`config.mk`:
```
export PLATFORM = sky130hd
export DESIGN_NAME = ext_playground
export DESIGN_NICKNAME = d
export VERILOG_FILES = /design/src/common/playground_bus_pkg.sv /design/src/common/playground_cfg_pkg.sv /design/src/rtl/ext_playground.sv /design/src/dma/dma_mover.sv /design/src/dma/dma_regs.sv /design/src/system_timer/system_timer.sv /design/src/rtl/periph_bridge.sv
export SDC_FILE = /design/constraint.sdc
export NUM_CORES = 1
export LEC_CHECK = 0
export CAP_MARGIN = 0
export CORE_AREA = 2 2 378 380
export DETAILED_ROUTE_END_ITERATION = 10
export DIE_AREA = 0 0 380 382
export DONT_BUFFER_PORTS = 1
export SLEW_MARGIN = 20
export SYNTH_ARGS = -nofsm -noshare
export SYNTH_HDL_FRONTEND = slang
export SYNTH_SLANG_ARGS = --single-unit
```
`constraint.sdc`:
```
create_clock -name clk_i -period 15.52 [get_ports clk_i]
set_input_delay 1.552 -clock clk_i [delete_from_list [all_inputs] [get_ports clk_i]]
set_output_delay 1.552 -clock clk_i [all_outputs]
set_load 0.01 [all_outputs]
```
`src/common/playground_bus_pkg.sv`:
```
/*
 * Playground bus definitions
 * Widths, vector types and request/response structs for the 64-bit
 * slave and master ports and for the narrowed 32-bit peripheral port.
 */
package playground_bus_pkg;

  localparam int unsigned AddrWidth    = 48;
  localparam int unsigned DataWidth    = 64;
  localparam int unsigned StrbWidth    = DataWidth / 8;
  localparam int unsigned NarAddrWidth = 32;
  localparam int unsigned NarDataWidth = 32;
  localparam int unsigned NarStrbWidth = NarDataWidth / 8;
  localparam int unsigned UserWidth    = 4;

  typedef logic [AddrWidth-1:0]    addr_t;
  typedef logic [DataWidth-1:0]    data_t;
  typedef logic [StrbWidth-1:0]    strb_t;
  typedef logic [NarAddrWidth-1:0] nar_addr_t;
  typedef logic [NarDataWidth-1:0] nar_data_t;
  typedef logic [NarStrbWidth-1:0] nar_strb_t;
  typedef logic [UserWidth-1:0]    user_t;

  // Wide port, one-cycle request strobe
  typedef struct packed {
    logic  valid;
    logic  we;
    addr_t addr;
    data_t wdata;
    strb_t strb;
    user_t user;
  } wide_req_t;

  typedef struct packed {
    logic  valid;
    data_t rdata;
    logic  err;
  } wide_rsp_t;

  // Narrow peripheral port
  typedef struct packed {
    logic      sel;
    logic      we;
    nar_addr_t addr;
    nar_data_t wdata;
    nar_strb_t strb;
  } nar_req_t;

  typedef struct packed {
    nar_data_t rdata;
    logic      err;
  } nar_rsp_t;

endpackage
```
`src/common/playground_cfg_pkg.sv`:
```
/*
 * Playground configuration
 * Address map, register offsets, DMA engine count and DMA job descriptor.
 */
package playground_cfg_pkg;

  localparam int unsigned NumDsaDma = 2;

  // Register offsets live in the low 12 bits of each window
  localparam int unsigned RegOffWidth = 12;
  typedef logic [RegOffWidth-1:0] reg_off_t;

  // Timer window, 4 KiB aligned, end exclusive
  localparam playground_bus_pkg::nar_addr_t TimerBase = 32'h0200_4000;
  localparam playground_bus_pkg::nar_addr_t TimerEnd  = 32'h0200_5000;

  localparam reg_off_t TimerCtrlOff  = 12'h000;
  localparam reg_off_t TimerCntLoOff = 12'h004;
  localparam reg_off_t TimerCntHiOff = 12'h008;

  localparam reg_off_t DmaSrcOff    = 12'h000;
  localparam reg_off_t DmaDstOff    = 12'h008;
  localparam reg_off_t DmaLenOff    = 12'h010;
  localparam reg_off_t DmaCtrlOff   = 12'h018;
  localparam reg_off_t DmaStatusOff = 12'h020;

  // Copy length counted in 64-bit words
  typedef logic [15:0] len_t;

  typedef struct packed {
    playground_bus_pkg::addr_t src;
    playground_bus_pkg::addr_t dst;
    len_t                      len;
  } dma_cfg_t;

endpackage

```
`src/rtl/ext_playground.sv`:
```
/*
 * Accelerator playground top level
 * Peripheral path with the system timer, plus the DMA engines with their
 * configuration and memory ports. Tags DMA memory traffic by engine.
 */
`timescale 1ns/1ps

module ext_playground (
  input  logic                          clk_i,
  input  logic                          reset_i,
  input  logic                          rtc_i,
  // Peripheral slave port
  input  playground_bus_pkg::wide_req_t periph_req_i,
  output playground_bus_pkg::wide_rsp_t periph_rsp_o,
  // DMA configuration slave ports
  input  playground_bus_pkg::wide_req_t [playground_cfg_pkg::NumDsaDma-1:0] dma_cfg_req_i,
  output playground_bus_pkg::wide_rsp_t [playground_cfg_pkg::NumDsaDma-1:0] dma_cfg_rsp_o,
  // DMA memory master ports
  output playground_bus_pkg::wide_req_t [playground_cfg_pkg::NumDsaDma-1:0] dma_mem_req_o,
  input  playground_bus_pkg::wide_rsp_t [playground_cfg_pkg::NumDsaDma-1:0] dma_mem_rsp_i
);
  import playground_bus_pkg::*;
  import playground_cfg_pkg::*;

  //////////////////////////////////////////////////
  // Peripheral path
  //////////////////////////////////////////////////

  nar_req_t timer_req;
  nar_rsp_t timer_rsp;

  periph_bridge i_periph_bridge (
    .clk_i,
    .reset_i,
    .wide_req_i ( periph_req_i ),
    .wide_rsp_o ( periph_rsp_o ),
    .nar_req_o  ( timer_req    ),
    .nar_rsp_i  ( timer_rsp    )
  );

  system_timer i_system_timer (
    .clk_i,
    .reset_i,
    .rtc_i,
    .nar_req_i ( timer_req ),
    .nar_rsp_o ( timer_rsp )
  );

  //////////////////////////////////////////////////
  // DMA engines
  //////////////////////////////////////////////////

  for (genvar i = 0; i < NumDsaDma; i++) begin : gen_dsa_dmas
    dma_cfg_t  dma_cfg;
    logic      dma_start;
    logic      dma_busy;
    logic      dma_done;
    wide_req_t mover_req;

    dma_regs i_dma_regs (
      .clk_i,
      .reset_i,
      .cfg_req_i ( dma_cfg_req_i[i] ),
      .cfg_rsp_o ( dma_cfg_rsp_o[i] ),
      .cfg_o     ( dma_cfg          ),
      .start_o   ( dma_start        ),
      .busy_i    ( dma_busy         ),
      .done_i    ( dma_done         )
    );

    dma_mover i_dma_mover (
      .clk_i,
      .reset_i,
      .cfg_i     ( dma_cfg          ),
      .start_i   ( dma_start        ),
      .mem_req_o ( mover_req        ),
      .mem_rsp_i ( dma_mem_rsp_i[i] ),
      .busy_o    ( dma_busy         ),
      .done_o    ( dma_done         )
    );

    // Engine index goes out as the source tag
    assign dma_mem_req_o[i] = '{
      valid: mover_req.valid,
      we:    mover_req.we,
      addr:  mover_req.addr,
      wdata: mover_req.wdata,
      strb:  mover_req.strb,
      user:  user_t'(i)
    };
  end

endmodule

```
`src/dma/dma_mover.sv`:
```
/*
 * DMA data mover
 * Copies len 64-bit words from src to dst, one memory request at a time.
 */
`timescale 1ns/1ps

module dma_mover (
  input  logic                           clk_i,
  input  logic                           reset_i,
  input  playground_cfg_pkg::dma_cfg_t   cfg_i,
  input  logic                           start_i,
  output playground_bus_pkg::wide_req_t  mem_req_o,
  input  playground_bus_pkg::wide_rsp_t  mem_rsp_i,
  output logic                           busy_o,
  output logic                           done_o
);
  import playground_bus_pkg::*;
  import playground_cfg_pkg::*;

  typedef enum logic [2:0] {
    IDLE,
    READ,
    READ_WAIT,
    WRITE,
    WRITE_WAIT
  } state_e;

  state_e   state_q;
  dma_cfg_t cfg_q;
  len_t     idx_q;
  data_t    data_q;
  logic     done_q;
  addr_t    word_off;
  logic     write_phase;

  assign word_off    = addr_t'({idx_q, 3'b000});
  assign write_phase = (state_q == WRITE) || (state_q == WRITE_WAIT);

  //////////////////////////////////////////////////
  // Control FSM
  //////////////////////////////////////////////////

  always_ff @(posedge clk_i) begin
    if (reset_i) begin
      state_q <= IDLE;
      idx_q   <= '0;
      done_q  <= 1'b0;
    end else begin
      done_q <= 1'b0;
      unique case (state_q)
        IDLE: begin
          if (start_i) begin
            idx_q <= '0;
            // Empty job finishes right away
            if (cfg_i.len == '0) begin
              done_q <= 1'b1;
            end else begin
              state_q <= READ;
            end
          end
        end
        READ:      state_q <= READ_WAIT;
        READ_WAIT: begin
          if (mem_rsp_i.valid) begin
            state_q <= WRITE;
          end
        end
        WRITE:     state_q <= WRITE_WAIT;
        WRITE_WAIT: begin
          if (mem_rsp_i.valid) begin
            if (idx_q + len_t'(1) == cfg_q.len) begin
              state_q <= IDLE;
              done_q  <= 1'b1;
            end else begin
              idx_q   <= idx_q + len_t'(1);
              state_q <= READ;
            end
          end
        end
        default:   state_q <= IDLE;
      endcase
    end
  end

  // Job descriptor and word buffer
  always_ff @(posedge clk_i) begin
    if (state_q == IDLE && start_i) begin
      cfg_q <= cfg_i;
    end
    if (state_q == READ_WAIT && mem_rsp_i.valid) begin
      data_q <= mem_rsp_i.rdata;
    end
  end

  always_comb begin
    mem_req_o       = '0;
    mem_req_o.valid = (state_q == READ) || (state_q == WRITE);
    mem_req_o.we    = write_phase;
    mem_req_o.addr  = write_phase ? cfg_q.dst + word_off : cfg_q.src + word_off;
    mem_req_o.wdata = data_q;
    mem_req_o.strb  = '1;
  end

  assign busy_o = (state_q != IDLE);
  assign done_o = done_q;

endmodule

```
`src/dma/dma_regs.sv`:
```
/*
 * DMA register file
 * Source, destination and length registers, start generation and a
 * sticky done flag. Answers every access one cycle later.
 */
`timescale 1ns/1ps

module dma_regs (
  input  logic                           clk_i,
  input  logic                           reset_i,
  input  playground_bus_pkg::wide_req_t  cfg_req_i,
  output playground_bus_pkg::wide_rsp_t  cfg_rsp_o,
  output playground_cfg_pkg::dma_cfg_t   cfg_o,
  output logic                           start_o,
  input  logic                           busy_i,
  input  logic                           done_i
);
  import playground_bus_pkg::*;
  import playground_cfg_pkg::*;

  addr_t    src_q;
  addr_t    dst_q;
  len_t     len_q;
  logic     start_q;
  logic     done_q;
  reg_off_t off;
  logic     wr;
  logic     known;
  logic     start_d;
  data_t    rdata;
  logic     rsp_valid_q;
  data_t    rsp_rdata_q;
  logic     rsp_err_q;

  function automatic data_t masked_write(data_t cur, data_t wdata, strb_t strb);
    data_t res;
    res = cur;
    for (int b = 0; b < StrbWidth; b++) begin
      if (strb[b]) begin
        res[8*b +: 8] = wdata[8*b +: 8];
      end
    end
    return res;
  endfunction

  assign off   = cfg_req_i.addr[RegOffWidth-1:0];
  assign wr    = cfg_req_i.valid && cfg_req_i.we;
  assign known = off inside {DmaSrcOff, DmaDstOff, DmaLenOff, DmaCtrlOff, DmaStatusOff};

  // Start only from an idle engine with no start in flight
  assign start_d = wr && (off == DmaCtrlOff) && cfg_req_i.strb[0] && cfg_req_i.wdata[0] &&
                   !busy_i && !start_q;

  always_ff @(posedge clk_i) begin
    if (reset_i) begin
      src_q   <= '0;
      dst_q   <= '0;
      len_q   <= '0;
      start_q <= 1'b0;
      done_q  <= 1'b0;
    end else begin
      start_q <= start_d;
      if (wr && off == DmaSrcOff) begin
        src_q <= addr_t'(masked_write(data_t'(src_q), cfg_req_i.wdata, cfg_req_i.strb));
      end
      if (wr && off == DmaDstOff) begin
        dst_q <= addr_t'(masked_write(data_t'(dst_q), cfg_req_i.wdata, cfg_req_i.strb));
      end
      if (wr && off == DmaLenOff) begin
        len_q <= len_t'(masked_write(data_t'(len_q), cfg_req_i.wdata, cfg_req_i.strb));
      end
      if (done_i) begin
        done_q <= 1'b1;
      end else if (start_q) begin
        done_q <= 1'b0;
      end
    end
  end

  always_comb begin
    unique case (off)
      DmaSrcOff:    rdata = data_t'(src_q);
      DmaDstOff:    rdata = data_t'(dst_q);
      DmaLenOff:    rdata = data_t'(len_q);
      DmaStatusOff: rdata = {62'h0, done_q, busy_i};
      default:      rdata = '0;
    endcase
  end

  always_ff @(posedge clk_i) begin
    if (reset_i) begin
      rsp_valid_q <= 1'b0;
    end else begin
      rsp_valid_q <= cfg_req_i.valid;
    end
  end

  always_ff @(posedge clk_i) begin
    rsp_err_q   <= !known;
    rsp_rdata_q <= (known && !cfg_req_i.we) ? rdata : '0;
  end

  assign cfg_rsp_o = '{valid: rsp_valid_q, rdata: rsp_rdata_q, err: rsp_err_q};
  assign cfg_o     = '{src: src_q, dst: dst_q, len: len_q};
  assign start_o   = start_q;

endmodule

```
`src/system_timer/system_timer.sv`:
```
/*
 * System timer
 * Free-running 64-bit counter advanced on rising RTC edges while enabled.
 */
`timescale 1ns/1ps

module system_timer (
  input  logic                          clk_i,
  input  logic                          reset_i,
  input  logic                          rtc_i,
  input  playground_bus_pkg::nar_req_t  nar_req_i,
  output playground_bus_pkg::nar_rsp_t  nar_rsp_o
);
  import playground_bus_pkg::*;
  import playground_cfg_pkg::*;

  logic [1:0]  rtc_sync_q;
  logic        rtc_prev_q;
  logic        rtc_edge;
  logic        enable_q;
  logic [63:0] count_q;
  reg_off_t    off;
  logic        wr_ctrl;

  // Two-flop synchronizer plus edge flop
  always_ff @(posedge clk_i) begin
    if (reset_i) begin
      rtc_sync_q <= 2'b00;
      rtc_prev_q <= 1'b0;
    end else begin
      rtc_sync_q <= {rtc_sync_q[0], rtc_i};
      rtc_prev_q <= rtc_sync_q[1];
    end
  end

  assign rtc_edge = rtc_sync_q[1] & ~rtc_prev_q;

  assign off     = nar_req_i.addr[RegOffWidth-1:0];
  assign wr_ctrl = nar_req_i.sel && nar_req_i.we && (off == TimerCtrlOff) && nar_req_i.strb[0];

  // Clear wins over a coincident edge
  always_ff @(posedge clk_i) begin
    if (reset_i) begin
      enable_q <= 1'b0;
      count_q  <= '0;
    end else begin
      if (wr_ctrl) begin
        enable_q <= nar_req_i.wdata[0];
      end
      if (wr_ctrl && nar_req_i.wdata[1]) begin
        count_q <= '0;
      end else if (enable_q && rtc_edge) begin
        count_q <= count_q + 64'd1;
      end
    end
  end

  // Read mux, answered in the cycle of the request
  always_comb begin
    nar_rsp_o = '0;
    if (nar_req_i.sel) begin
      unique case (off)
        TimerCtrlOff:  nar_rsp_o.rdata = {31'h0, enable_q};
        TimerCntLoOff: nar_rsp_o.rdata = count_q[31:0];
        TimerCntHiOff: nar_rsp_o.rdata = count_q[63:32];
        default:       nar_rsp_o.err   = 1'b1;
      endcase
    end
  end

endmodule

```
`src/rtl/periph_bridge.sv`:
```
/*
 * Peripheral bridge
 * Narrows 64-bit/48-bit requests to the 32-bit peripheral port, decodes
 * the timer window and widens the answer. Response after two cycles.
 */
`timescale 1ns/1ps

module periph_bridge (
  input  logic                           clk_i,
  input  logic                           reset_i,
  input  playground_bus_pkg::wide_req_t  wide_req_i,
  output playground_bus_pkg::wide_rsp_t  wide_rsp_o,
  output playground_bus_pkg::nar_req_t   nar_req_o,
  input  playground_bus_pkg::nar_rsp_t   nar_rsp_i
);
  import playground_bus_pkg::*;
  import playground_cfg_pkg::*;

  nar_addr_t req_addr;
  logic      req_hit;

  // Stage 1 state
  logic      s1_valid_q;
  logic      s1_hit_q;
  logic      s1_lane_q;
  logic      s1_we_q;
  nar_addr_t s1_addr_q;
  nar_data_t s1_wdata_q;
  nar_strb_t s1_strb_q;

  // Stage 2 state
  logic      rsp_valid_q;
  data_t     rsp_rdata_q;
  logic      rsp_err_q;
  nar_data_t rsp_nar_data;
  logic      rsp_err;

  //////////////////////////////////////////////////
  // Stage 1: lane select, truncate, decode
  //////////////////////////////////////////////////

  assign req_addr = wide_req_i.addr[NarAddrWidth-1:0];
  assign req_hit  = (req_addr >= TimerBase) && (req_addr < TimerEnd);

  always_ff @(posedge clk_i) begin
    if (reset_i) begin
      s1_valid_q <= 1'b0;
    end else begin
      s1_valid_q <= wide_req_i.valid;
    end
  end

  always_ff @(posedge clk_i) begin
    s1_hit_q   <= req_hit;
    s1_lane_q  <= wide_req_i.addr[2];
    s1_we_q    <= wide_req_i.we;
    s1_addr_q  <= req_addr;
    s1_wdata_q <= wide_req_i.addr[2] ? wide_req_i.wdata[63:32] : wide_req_i.wdata[31:0];
    s1_strb_q  <= wide_req_i.addr[2] ? wide_req_i.strb[7:4] : wide_req_i.strb[3:0];
  end

  assign nar_req_o = '{
    sel:   s1_valid_q & s1_hit_q,
    we:    s1_we_q,
    addr:  s1_addr_q,
    wdata: s1_wdata_q,
    strb:  s1_strb_q
  };

  //////////////////////////////////////////////////
  // Stage 2: merge decode miss, widen
  //////////////////////////////////////////////////

  assign rsp_err      = s1_hit_q ? nar_rsp_i.err : 1'b1;
  // Only a successful read returns data
  assign rsp_nar_data = (!rsp_err && !s1_we_q) ? nar_rsp_i.rdata : '0;

  always_ff @(posedge clk_i) begin
    if (reset_i) begin
      rsp_valid_q <= 1'b0;
    end else begin
      rsp_valid_q <= s1_valid_q;
    end
  end

  always_ff @(posedge clk_i) begin
    rsp_err_q   <= rsp_err;
    rsp_rdata_q <= s1_lane_q ? {rsp_nar_data, 32'h0} : {32'h0, rsp_nar_data};
  end

  assign wide_rsp_o = '{valid: rsp_valid_q, rdata: rsp_rdata_q, err: rsp_err_q};

endmodule

```
==> results.yml <==
clock_tree:
  cts_sinks: 872
  cts_buffers: 95
  cts_resized: 0
  hold_buffers: 0
  clkLatencyLatePin_ns: 0.73
  path_clk_slew_ns: 0.07
  htree_levels: 3
  cts-root-buf: "clkbuf_16"
  cts_tree: "yes"
  clockBufferDepth: 3
  post_cts_buffers: 0
timing:
  fmax_mhz: 119.6
  rsz0062_at_grt: "no"
  setup_slack_ns: 7.159
  slew_viol_final: 0
  hold_slack_ns: 0.4285
  min_period_ns: 8.361
  slew_headroom_pct: 29.85
  skew_ns: 0.06963
  hold_viol: 0
  tns_ns: 0
  tightest_slew_ns: 1.039
  setup_viol: 0
  fin_crit_sh_pct: 53.87
setup_path:
  r2r_start: "gen_dsa_dmas[0].i_dma_mover.idx_q[0]"
  critPathKind: "flip-flop to output port"
  r2r_end: "gen_dsa_dmas[0].i_dma_mover.idx_q[9]"
  crit_path_start_kind: "flip-flop"
  cp-end-kind: "output port"
  reg2regPathDepth: 9
  crit_arrival_ns: 6.81
  cp.required_ns: 13.97
  cp_slowest_cell: "dfxtp_1"
  startpoint: "gen_dsa_dmas[1].i_dma_mover.state_q[2]"
  rrSetupSlack_ns: 11.62
  critPathMaxStageDelay_ns: 0.79
  critPathCapture: "dma_mem_req_o[239]"
  worstPathMaxFanout: 27
  path_cells: "nor3b_2, nor2_2, inv_2, buf_4, nand2_1, nand2_1, ha_1, inv_1, fa_1, nor2b_1, o31a_1, o21ai_0, nand3_1, a21oi_1, or4_1, buf_4, or4b_1, xor2_1"
route:
  wl_per_cell_um: 21.76
  drc: 0
  vias: 24389
  postRouteWirelength_um: 112700
  ant_nets: 0
  drt_first_pass_iters: 6
  vias_per_cell: 4.710
  drtIter0Drc: 1870
grt:
  grt_max_degree: 272
  grt_antenna_before_repair: 26
  grt_overflow: 0
  grt_pass1_wl_um: 161500
  track_usage_pct: 14.88
  grt_pass1_vias: 23068
placement:
  io_buffers: 0
  place_inst: 4991
  place_ws_ns: 7.850
  dpl-instance-area_um2: 37350
  dpl.hpwl_um: 83030
  gp_congestion: 0.8651
power_and_ir_drop:
  power.total_mw: 4.760
  power_density_nw_per_um2: 117.0
  worst_ir_drop_vdd_v: 0.0001094
  leakagePower_nw: 13.74
synth:
  synth_seq_cells: 872
  synth-edff-count: 352
  muxShareOfSynthArea_pct: 7.524
  synthTopCellsByCount: "dfxtp_1 (520), nor2_1 (463), edfxtp_1 (352), nand2_1 (285), mux2i_1 (260)"
  syn_inst: 3244
  syn_area_um2: 35640
  synth_top_family_by_area: "simple AND/OR/NAND/NOR gates"
  synth_top_area_cell: "edfxtp_1"
  ys_types: 89
  synth-simple-area-share_pct: 16.28
  synthAdderAreaFrac_pct: 1.397
  synth_flop_cell: "dfxtp_1"
  yosysMostFrequentCell: "dfxtp_1"
  syn_area_per_cell_um2: 10.99
  synth-compound-area-share_pct: 7.460
  synth-xor-area-share_pct: 4.718
  synth_top_area_share_pct: 29.66
  synth_area_leaders: "edfxtp_1 (30%), dfxtp_1 (29%), mux2i_1 (7.3%)"
  ys_seq_area_share_pct: 58.87
  synth-async-reset-ratio_pct: 0
  yosysWarnings: 0
status:
  outcome: "completed"
layout:
  final_util_pct: 28.87
  stdcell_count: 5178
  final_area_um2: 40680
  layout-drive-gt1-share_pct: 7.498
  fillers: 14495
  area_growth_pct: 14.13
  nNetsFinal: 3748
worst_hold_path:
  hold_path_class: "flip-flop to flip-flop"
  hp-start: "gen_dsa_dmas[1].i_dma_regs.src_q[7]"
floorplan:
  core_area_um2: 140900
  fp.dieH_um: 382
  io_pins: 963
  initial_core_util_pct: 25.29
  die-area_um2: 145200
  fp-row-count: 138
  chipWidth_um: 380
run:
  drv_cap: 0
per-layer routing:
metal,track usage (%),part of all wire (%)
met5,0,0.11
met4,5.504,3.2
met3,5.452,9.8
met2,23.53,45
met1,18.50,42
layout make-up:
class	count	area [µm²]	area share (%)
diodes	7	17.52	0.04306
clock buffers	135	2734	6.721
clock inverters	45	571.8	1.406
inverters	43	163.9	0.4030
multi-input cells	2153	13600	33.43
flip-flops and latches	872	20980	51.58
well taps	1890	2365	5.814
repair buffers	33	247.7	0.6090
worst max-delay path: cells and delay by family, from the launching register on:
kind / cells / cell delay, ns
simple gates: 8 / 2.51
fa+ha+maj: 2 / 0.61
flops: 1 / 0.79
buf+inv: 4 / 1.26
compound gates: 3 / 0.58
xor+xnor: 1 / 0.35
placed cells by master (no fill, tap or decap), types with 47 or more instances in the layout:
master	count
xnor2_1	109
xor2_1	83
and3_1	81
o21ai_0	60
nand2_1	284
dfxtp_1	520
conb_1	56
a21oi_1	78
mux2i_1	260
a22oi_1	69
nor2_1	463
edfxtp_1	352
nor3_1	47
clkbuf_16	100
nand3_1	90
power by group:
group | leakage (nW) | internal, mW | switching (mW) | total [mW]
clock | 1.59 | 1.35 | 0.995 | 2.35
combinational | 5.26 | 0.0109 | 0.0264 | 0.0372
sequential | 6.89 | 2.37 | 0.00345 | 2.38
total | 13.7 | 3.74 | 1.02 | 4.76
flip-flops by register name, summed over array words and instances (netlist names), 6 cells and up:
| name | flops |
|---|---|
| gen_dsa_dmas.i_dma_mover.cfg_q | 224 |
| gen_dsa_dmas.i_dma_mover.data_q | 128 |
| gen_dsa_dmas.i_dma_regs.dst_q | 96 |
| gen_dsa_dmas.i_dma_regs.rsp_rdata_q | 96 |
| gen_dsa_dmas.i_dma_regs.src_q | 96 |
| i_periph_bridge.rsp_rdata_q | 64 |
| i_system_timer.count_q | 64 |
| gen_dsa_dmas.i_dma_mover.idx_q | 32 |
| gen_dsa_dmas.i_dma_regs.len_q | 32 |
| i_periph_bridge.s1_addr_q | 12 |
| gen_dsa_dmas.i_dma_mover.state_q | 6 |
how the worst min path moves through the flow:
| stage | endpoint | slack, ns | cells after the start |
|---|---|---|---|
| final | gen_dsa_dmas[1].i_dma_mover.cfg_q[71] | 0.43 | 0 |
| after global routing | gen_dsa_dmas[1].i_dma_mover.cfg_q[71] | 0.45 | 0 |
| after CTS | gen_dsa_dmas[1].i_dma_mover.cfg_q[71] | 0.43 | 0 |
| after detailed placement | i_system_timer.rtc_sync_q[1] | 0.43 | 1 |
| after global placement | gen_dsa_dmas[0].i_dma_regs.done_q | 0.43 | 2 |
| after floorplan | i_periph_bridge.rsp_err_q | 0.37 | 1 |
logic make-up after synthesis:
family / count (synthesis)
other: 2
multiplexers: 267
AND/OR/NAND/NOR: 1217
AO/OA/AOI/OAI: 382
XOR/XNOR: 192
adder cells (fa/ha/maj): 39
flip-flops: 872
buffers and inverters: 273
Note: power is estimated with default switching activity, not from simulation.
